<file path="src/spdif_consts.svh">
`ifndef SPDIF_CONSTS_SVH
`define SPDIF_CONSTS_SVH

// sampling clocks per bit cell (a power of two of at least 8)
`define SPDIF_CLK_PER_BIT 8

// one and a half bit cells at one level, seen only inside a preamble
`define SPDIF_SAMELVL_SYNC (3 * `SPDIF_CLK_PER_BIT / 2)

// preamble codes in the subbit history at the classify slot
// bit 5 holds the last subbit of the long run, bit 0 the last preamble subbit
// the inverted codes are legal as well
`define SPDIF_PRE_B 6'b010111
`define SPDIF_PRE_W 6'b011011
`define SPDIF_PRE_M 6'b011101

// subframes per user / channel status block
`define SPDIF_BLOCK_LEN 192

// slot numbers count subbits from the end of the preamble run
`define SPDIF_PRE_SLOT 5

// slots 4..27 are decoded into one word, first received bit in the msb
`define SPDIF_AUDIO_SLOT 54

// first subbit of the next preamble, V U C P of the old subframe are decoded
`define SPDIF_UC_SLOT 62

`endif

</file>
<file path="src/spdif_pkg.sv">
`include "spdif_consts.svh"

package spdif_pkg;

	// payload widths
	typedef logic [23:0] audio_word_t;
	typedef logic [`SPDIF_BLOCK_LEN-1:0] block_bits_t;

	// last six recovered subbits, newest in bit 0
	typedef logic [5:0] subbit_hist_t;

	// subbit position in a subframe, wraps once per subframe
	typedef logic [5:0] slot_cnt_t;

	typedef enum logic [1:0] {
		PRE_NONE,
		PRE_B,
		PRE_M,
		PRE_W
	} pre_kind_e;

	typedef enum logic [1:0] {
		SYNC_HUNT,
		SYNC_ALIGN,
		SYNC_LOCKED
	} sync_state_e;

	// bit recovery outputs, the strobes are one clock wide
	typedef struct packed {
		logic         subbit_ready;
		logic         fullbit_ready;  // second half of a bit cell just landed
		logic         samelvl_sync;
		slot_cnt_t    slot;
		subbit_hist_t hist;
		logic         line_lvl;       // registered line sample
	} subbit_strobe_t;

endpackage

</file>
<file path="src/spdif_bit_recovery.sv">
`timescale 1ns/100ps
`include "spdif_consts.svh"

module spdif_bit_recovery
	import spdif_pkg::*;
(
	input  logic           clk,
	input  logic           clk_counter_rst,
	input  logic           signal_i,
	input  logic           align_rst_i,
	output subbit_strobe_t rec_o
);

	localparam int SUB_CLKS = `SPDIF_CLK_PER_BIT / 2;  // samples per subbit
	localparam int CELL_W = $clog2(SUB_CLKS);
	localparam int ACC_W = $clog2(SUB_CLKS + 1);
	localparam int RUN_MAX = `SPDIF_SAMELVL_SYNC + 1;
	localparam int RUN_W = $clog2(RUN_MAX + 1);

	logic line_lvl;
	logic [RUN_W-1:0] run_cnt;
	logic samelvl_sync;

	logic [CELL_W-1:0] cell_cnt;
	logic [ACC_W-1:0] high_cnt;
	logic cell_end;
	logic subbit;

	subbit_hist_t hist;
	slot_cnt_t slot;
	logic subbit_ready;
	logic fullbit_ready;

	// run length of the current line level, saturates one past the sync length
	always_ff @(posedge clk) begin
		if (clk_counter_rst) begin
			line_lvl <= 1'b0;
			run_cnt <= '0;
			samelvl_sync <= 1'b0;
		end else begin
			line_lvl <= signal_i;
			if (signal_i != line_lvl)
				run_cnt <= RUN_W'(1);
			else if (run_cnt != RUN_W'(RUN_MAX))
				run_cnt <= run_cnt + 1'b1;
			samelvl_sync <= (run_cnt == RUN_W'(`SPDIF_SAMELVL_SYNC));
		end
	end

	assign cell_end = (cell_cnt == CELL_W'(SUB_CLKS - 1));
	assign subbit = (high_cnt >= ACC_W'(SUB_CLKS / 2));  // majority, ties go high

	// a sync pulse lands on a cell boundary, so the cell restarts there
	always_ff @(posedge clk) begin
		if (clk_counter_rst || align_rst_i || samelvl_sync || cell_end)
			cell_cnt <= '0;
		else
			cell_cnt <= cell_cnt + 1'b1;
	end

	always_ff @(posedge clk) begin
		if (align_rst_i || samelvl_sync || cell_end)
			high_cnt <= ACC_W'(line_lvl);  // first sample of the next cell
		else
			high_cnt <= high_cnt + ACC_W'(line_lvl);
	end

	always_ff @(posedge clk) begin
		if (cell_end)
			hist <= {hist[4:0], subbit};
	end

	// slot and strobes line up with the history update
	always_ff @(posedge clk) begin
		if (clk_counter_rst) begin
			slot <= '0;
			subbit_ready <= 1'b0;
			fullbit_ready <= 1'b0;
		end else begin
			subbit_ready <= cell_end && !align_rst_i;
			fullbit_ready <= cell_end && !align_rst_i && !slot[0];  // next slot is odd
			if (align_rst_i)
				slot <= '0;
			else if (cell_end)
				slot <= slot + 1'b1;
		end
	end

	assign rec_o = '{
		subbit_ready:  subbit_ready,
		fullbit_ready: fullbit_ready,
		samelvl_sync:  samelvl_sync,
		slot:          slot,
		hist:          hist,
		line_lvl:      line_lvl
	};

endmodule

</file>
<file path="src/spdif_frame_sync.sv">
`timescale 1ns/100ps
`include "spdif_consts.svh"

module spdif_frame_sync
	import spdif_pkg::*;
(
	input  logic           clk,
	input  logic           clk_counter_rst,
	input  subbit_strobe_t rec_i,
	output logic           align_rst_o,
	output logic           block_start_o,
	output logic           locked_o,
	output logic           lrck_o
);

	sync_state_e state;
	pre_kind_e kind;
	subbit_hist_t code;
	logic code_ready;
	logic code_ok;
	logic align_lvl;

	// while hunting the run never enters the history, so on first alignment
	// its level is the inverse of the sample taken at the sync pulse
	assign code = (state == SYNC_ALIGN) ? {~align_lvl, rec_i.hist[4:0]} : rec_i.hist;

	// preamble class from the six subbits after the long run
	always_comb begin
		case (code)
			`SPDIF_PRE_B, ~`SPDIF_PRE_B: kind = PRE_B;
			`SPDIF_PRE_M, ~`SPDIF_PRE_M: kind = PRE_M;
			`SPDIF_PRE_W, ~`SPDIF_PRE_W: kind = PRE_W;
			default: kind = PRE_NONE;
		endcase
	end

	assign code_ready = rec_i.subbit_ready && (rec_i.slot == slot_cnt_t'(`SPDIF_PRE_SLOT));

	// on first alignment the subbit after the run has to match the raw
	// line level sampled at the sync pulse
	always_comb begin
		code_ok = (kind != PRE_NONE);
		if (state == SYNC_ALIGN && rec_i.hist[4] != align_lvl)
			code_ok = 1'b0;
	end

	always_ff @(posedge clk) begin
		if (clk_counter_rst) begin
			state <= SYNC_HUNT;
			align_rst_o <= 1'b1;
			block_start_o <= 1'b0;
			locked_o <= 1'b0;
			lrck_o <= 1'b0;
			align_lvl <= 1'b0;
		end else begin
			block_start_o <= 1'b0;
			case (state)
				SYNC_HUNT: begin
					// counters stay at zero until a preamble run shows up
					if (rec_i.samelvl_sync) begin
						state <= SYNC_ALIGN;
						align_rst_o <= 1'b0;
						align_lvl <= rec_i.line_lvl;
					end
				end
				SYNC_ALIGN, SYNC_LOCKED: begin
					if (code_ready) begin
						if (code_ok) begin
							state <= SYNC_LOCKED;
							locked_o <= 1'b1;
							lrck_o <= (kind == PRE_W);  // right channel on W only
							block_start_o <= (kind == PRE_B);
						end else begin
							state <= SYNC_HUNT;
							locked_o <= 1'b0;
							align_rst_o <= 1'b1;
						end
					end
				end
				default: begin
					state <= SYNC_HUNT;
					align_rst_o <= 1'b1;
				end
			endcase
		end
	end

endmodule

</file>
<file path="src/spdif_subframe_capture.sv">
`timescale 1ns/100ps
`include "spdif_consts.svh"

module spdif_subframe_capture
	import spdif_pkg::*;
(
	input  logic           clk,
	input  logic           clk_counter_rst,
	input  subbit_strobe_t rec_i,
	input  logic           block_start_i,
	output audio_word_t    data_o,
	output logic           ack_o,
	output block_bits_t    udata_o,
	output block_bits_t    cdata_o
);

	localparam int BLK_W = $bits(block_bits_t);

	logic bmc_bit;
	audio_word_t bit_hist;
	logic word_ready;
	logic uc_ready;
	block_bits_t u_shift;
	block_bits_t c_shift;

	// hist[2] is the end of the previous bit, hist[1:0] the current bit
	always_comb begin
		case (rec_i.hist[2:0])
			3'b010, 3'b101: bmc_bit = 1'b1;  // mid cell transition
			3'b011, 3'b100: bmc_bit = 1'b0;
			default: bmc_bit = 1'b0;  // boundary transition missing
		endcase
	end

	// last 24 decoded bits, newest in bit 0
	always_ff @(posedge clk) begin
		if (rec_i.fullbit_ready)
			bit_hist <= {bit_hist[22:0], bmc_bit};
	end

	assign word_ready = rec_i.subbit_ready &&
		(rec_i.slot == slot_cnt_t'(`SPDIF_AUDIO_SLOT));
	assign uc_ready = rec_i.subbit_ready &&
		(rec_i.slot == slot_cnt_t'(`SPDIF_UC_SLOT));

	// the last audio bit was shifted in at the slot before
	always_ff @(posedge clk) begin
		if (clk_counter_rst) begin
			ack_o <= 1'b0;
			data_o <= '0;
		end else begin
			ack_o <= word_ready;
			if (word_ready)
				data_o <= bit_hist;
		end
	end

	// bit_hist[3:0] holds V U C P of the subframe that just ended
	always_ff @(posedge clk) begin
		if (uc_ready) begin
			u_shift <= {u_shift[BLK_W-2:0], bit_hist[2]};
			c_shift <= {c_shift[BLK_W-2:0], bit_hist[1]};
		end
	end

	// B preamble hands over the finished block, oldest subframe in the msb
	always_ff @(posedge clk) begin
		if (block_start_i) begin
			udata_o <= u_shift;
			cdata_o <= c_shift;
		end
	end

endmodule

</file>
<file path="src/spdif_rx_top.sv">
`timescale 1ns/100ps

module spdif_rx_top
	import spdif_pkg::*;
(
	input  logic        clk,
	input  logic        clk_counter_rst,
	input  logic        signal_i,
	output audio_word_t data_o,
	output logic        ack_o,
	output logic        locked_o,
	output logic        lrck_o,
	output block_bits_t udata_o,
	output block_bits_t cdata_o
);

	subbit_strobe_t rec;
	logic align_rst;    // holds the cell and slot counters while hunting
	logic block_start;

	spdif_bit_recovery u_recovery (
		.clk             (clk),
		.clk_counter_rst (clk_counter_rst),
		.signal_i        (signal_i),
		.align_rst_i     (align_rst),
		.rec_o           (rec)
	);

	spdif_frame_sync u_sync (
		.clk             (clk),
		.clk_counter_rst (clk_counter_rst),
		.rec_i           (rec),
		.align_rst_o     (align_rst),
		.block_start_o   (block_start),
		.locked_o        (locked_o),
		.lrck_o          (lrck_o)
	);

	spdif_subframe_capture u_capture (
		.clk             (clk),
		.clk_counter_rst (clk_counter_rst),
		.rec_i           (rec),
		.block_start_i   (block_start),
		.data_o          (data_o),
		.ack_o           (ack_o),
		.udata_o         (udata_o),
		.cdata_o         (cdata_o)
	);

endmodule

</file>
<file path="config.mk">
export PLATFORM = sky130hd
export DESIGN_NAME = spdif_rx_top
export DESIGN_NICKNAME = d
export VERILOG_FILES = /design/src/spdif_pkg.sv /design/src/spdif_bit_recovery.sv /design/src/spdif_frame_sync.sv /design/src/spdif_subframe_capture.sv /design/src/spdif_rx_top.sv
export VERILOG_INCLUDE_DIRS = /design/src /design/src/src
export SDC_FILE = /design/constraint.sdc
export NUM_CORES = 1
export LEC_CHECK = 0
export ABC_CLOCK_PERIOD_IN_PS = 27500
export BUFFER_PORTS_ARGS = -buffer_cell sky130_fd_sc_hd__buf_2
export CORE_ASPECT_RATIO = 0.9
export CORE_MARGIN = 2
export CORE_UTILIZATION = 50
export CTS_CLUSTER_DIAMETER = 200
export DETAILED_ROUTE_END_ITERATION = 10
export GPL_ROUTABILITY_DRIVEN = 0
export PLACE_DENSITY = 0.83
export SLEW_MARGIN = 40
export SYNTH_ARGS = -nofsm -noshare
export SYNTH_HDL_FRONTEND = slang
export SYNTH_HIERARCHICAL = 1
export SYNTH_SLANG_ARGS = --single-unit
</file>
<file path="constraint.sdc">
create_clock -name clk -period 27.5 [get_ports clk]
set_input_delay 5.5 -clock clk [delete_from_list [all_inputs] [get_ports clk]]
set_output_delay 5.5 -clock clk [all_outputs]
set_load 0.01 [all_outputs]
</file>
==> run summary <==
The number of buffer and inverter stages on the critical path came out at 1. For the worst hold slack across all endpoints, the log shows 0.422 ns. STA puts the critical path data arrival time at 1.26 ns.

The logs give 1 for the number of antenna violations at the first check in global routing and 0.0309 ns for the worst-case clock skew. Fraction of final layout cells with drive strength greater than 1: 0.346. The worst reg2reg path startpoint was u_recovery/slot[2]. The average detailed-routed wire length per instance is 22.1 µm. Ranked by instance count, the synthesized netlist is headed by sky130_fd_sc_hd__edfxtp_1, sky130_fd_sc_hd__nand2b_1, sky130_fd_sc_hd__dfxtp_1. The hold buffer count at CTS came out at 0.

414 I/O pins were placed. The core region is 52,700 µm². The logs give 0.467 for the worst slew margin relative to its limit and 11.6k for the via count of the first global-routing pass. The cell family contributing the most delay on the critical path is flip-flops. Biggest area consumer among synthesized cells: sky130_fd_sc_hd__edfxtp_1. The number of setup buffers added after CTS is 0. After global routing the overflow that remains totals 0.

Detailed placement finished with a half-perimeter wire length of 31,400 µm. The insertion delay to the later sink of the worst-skew pair was 0.63 ns; the area growth from synthesis to final layout was 21.0%. The startpoint identified for the worst hold timing path is u_capture/u_shift[121]. In this run the number of H-tree levels came out at 3. The tools report the startpoint type of the worst setup path as a flip-flop.

For this run, the detailed router's first-pass iteration total came to 5. Setup repair after global routing left no endpoint under its margin. The tools report the first-pass GRT wire length as 74,000 µm. Predominant post-synthesis flop cell: sky130_fd_sc_hd__edfxtp_1. The number of vias after detailed routing came out at 11.7k. Entering global routing, the biggest net connects 91 pins. Most used standard cell by instance count after synthesis: sky130_fd_sc_hd__edfxtp_1. The placed cell count is 2,162, and the stage delay of the slowest cell on the critical path is 0.47 ns. Register area share after synthesis: 0.943.

Setup violations remaining at the end of the flow were counted as 0. STA classifies the critical path endpoint as a primary output. The critical path goes through buf_2.

The number of vias per cell was 5.08. In the post-synthesis netlist, the biggest area contributors are sky130_fd_sc_hd__edfxtp_1, sky130_fd_sc_hd__dfxtp_1, sky130_fd_sc_hd__nand2b_1, sky130_fd_sc_hd__mux2i_1, sky130_fd_sc_hd__ha_1. The die covers 54,900 µm². The critical path's slowest cell was sky130_fd_sc_hd__edfxtp_1.

The run gives 0.183 as the total global-route track usage. After layout, the design draws a total of 2.47 mW. TritonCTS built the clock tree. The number of slew-limit violations in the final report is 0, and the power density of the placed cells is 77.1 nW/µm².

The final-stage net count came out at 1,559. The tools report the number of gates resized after cts as 0. The tools report the final hold violation count as 0. The worst setup path startpoint was u_capture/cdata_o[88]. The tools report the peak supply drop as 60.0 µV. The count of buffers inserted at the top-level ports was 413; the synthesized area was 26,500 µm². In this run, the number of DRC markers left after iteration 0 of detailed routing was 1,017.

The floorplan has 80 rows. The die outline height was 222 µm; the number of buffers on the longest clock path was 3. The clock input transition at the sequential cells of the worst setup and hold paths is 0.06 ns, and the routed wire length is 51,000 µm.

Max-cap violations in this run came to 0. Post-synthesis area per instance: 25.2 µm². The number of synthesized flops with an enable pin came out at 798.

For the pin with the worst max-slew slack, the measured transition is 0.799 ns. The top-area cell type share of the netlist area is 0.904. Cell chosen for the clock root: sky130_fd_sc_hd__clkbuf_16.

The Yosys step of the flow raised 6 warnings. The critical path in this run is classified as reg2out. The proportion of synthesized flip-flops having asynchronous set or reset was 0; the detailed-route DRC error count was 0. Maximum fanout count along the critical path: 1. The flow ran to the end, and the final reports show no timing, DRC or antenna violations.

The horizontal die dimension came out at 247 µm. Synthesis produced 1,052 cells. For the worst setup path, the data required time is 22.00 ns. The portion of the clock cycle consumed by the worst path in the final layout came out at 0.246. The final sum of negative setup slack was 0 ns; the shortest clock period the worst path allows after layout was 6.76 ns. The logs give 78 for the number of buffers added by the clock tree synthesis step and 49 for the distinct cell type count of the synthesized netlist. The initial core utilization is 0.503, and the total nets after synthesis is 1,066. The tightest min-delay check is of the reg2reg type.

Static timing analysis puts the maximum clock frequency at 148 MHz. The leakage power of the design is 8.58 nW, and the synthesis-stage register bit count is 849. The detail route stage leaves a number of antenna-violating nets equal to 0. The clock net sink count was 849; the final standard cell count with taps included and fillers excluded was 2,305. For the utilization of the core after routing, the log shows 0.609.
## routing by layer
layer | global-route usage | vias up | share of wire
li1 | - | 5139 | -
met1 | 0.244 | 5943 | 0.40
met2 | 0.291 | 538 | 0.49
met3 | 0.0610 | 80 | 0.092
met4 | 0.0517 | 0 | 0.022
met5 | 0 | - | 0
## stage by stage
step	instance area, µm²	setup WS (ns)
after floorplan	26500	11.26
after global placement	29400	20.57
after detailed placement	29500	20.52
after CTS	32000	20.68
after global routing	32100	20.68
final	32100	20.74
## cell type report
class	instances	area, µm²
diodes	1	2.50
clock buffers	98	2050
clock inverters	44	488
fillers	3542	20600
inverters	8	30.0
multi-input cells	181	1400
flip-flops and latches	849	25000
well taps	697	872
repair buffers	427	2230
## cells in the final DEF (no fill, tap or decap), types with 8 or more instances in the layout
cell type and n:
sky130_fd_sc_hd__edfxtp_1 798, sky130_fd_sc_hd__buf_2 412, sky130_fd_sc_hd__clkbuf_16 79, sky130_fd_sc_hd__nand2b_1 52, sky130_fd_sc_hd__dfxtp_1 49, sky130_fd_sc_hd__mux2i_1 27
sky130_fd_sc_hd__clkbuf_1 19, sky130_fd_sc_hd__clkinv_1 14, sky130_fd_sc_hd__nor2_1 11, sky130_fd_sc_hd__ha_1 11, sky130_fd_sc_hd__clkinv_2 10, sky130_fd_sc_hd__bufinv_16 8
sky130_fd_sc_hd__inv_1 8, sky130_fd_sc_hd__nand2_1 8
## where the power goes
| group | internal (mW) | leakage [nW] | switching (mW) |
|---|---|---|---|
| sequential | 1.39 | 5.59 | 0.00134 |
| clock | 0.609 | 1.23 | 0.458 |
| combinational | 0.00479 | 1.76 | 0.00553 |
## cell families after synthesis
kind of cell / after synthesis / synth area share
compound gates: 23 / 0.00699
xor+xnor: 9 / 0.00297
fa+ha+maj: 11 / 0.00519
buf+inv: 22 / 0.00482
flops: 849 / 0.943
mux: 29 / 0.0112
simple gates: 109 / 0.0260
## final timing paths
check,endpoint,slack (ns),cells after the start
setup / recovery,cdata_o[88],20.74,1
hold reg to reg,u_capture/udata_o[121],0.42,0
setup reg to reg,u_capture/u_shift[181],23.51,6
hold / removal,u_capture/udata_o[121],0.42,0
## sequential cells by signal, summed over array words and instances, names as in the netlist
name                      flops
u_capture/c_shift           192
u_recovery/run_cnt            4
u_recovery/samelvl_sync       1
u_recovery/line_lvl           1
u_capture/udata_o           192
u_recovery/subbit_ready       1
u_recovery/slot               6
u_sync/block_start_o          1
u_capture/cdata_o           192
u_capture/bit_hist           24
u_capture/ack_o               1
u_sync/align_lvl              1
u_recovery/cell_cnt           2
u_capture/u_shift           192
u_recovery/fullbit_ready      1
u_sync/align_rst_o            1
u_sync/state                  2
u_recovery/hist               6
u_recovery/high_cnt           3
u_sync/locked_o               1
u_capture/data_o             24
u_sync/lrck_o                 1
(Power assumes the default switching activity.)
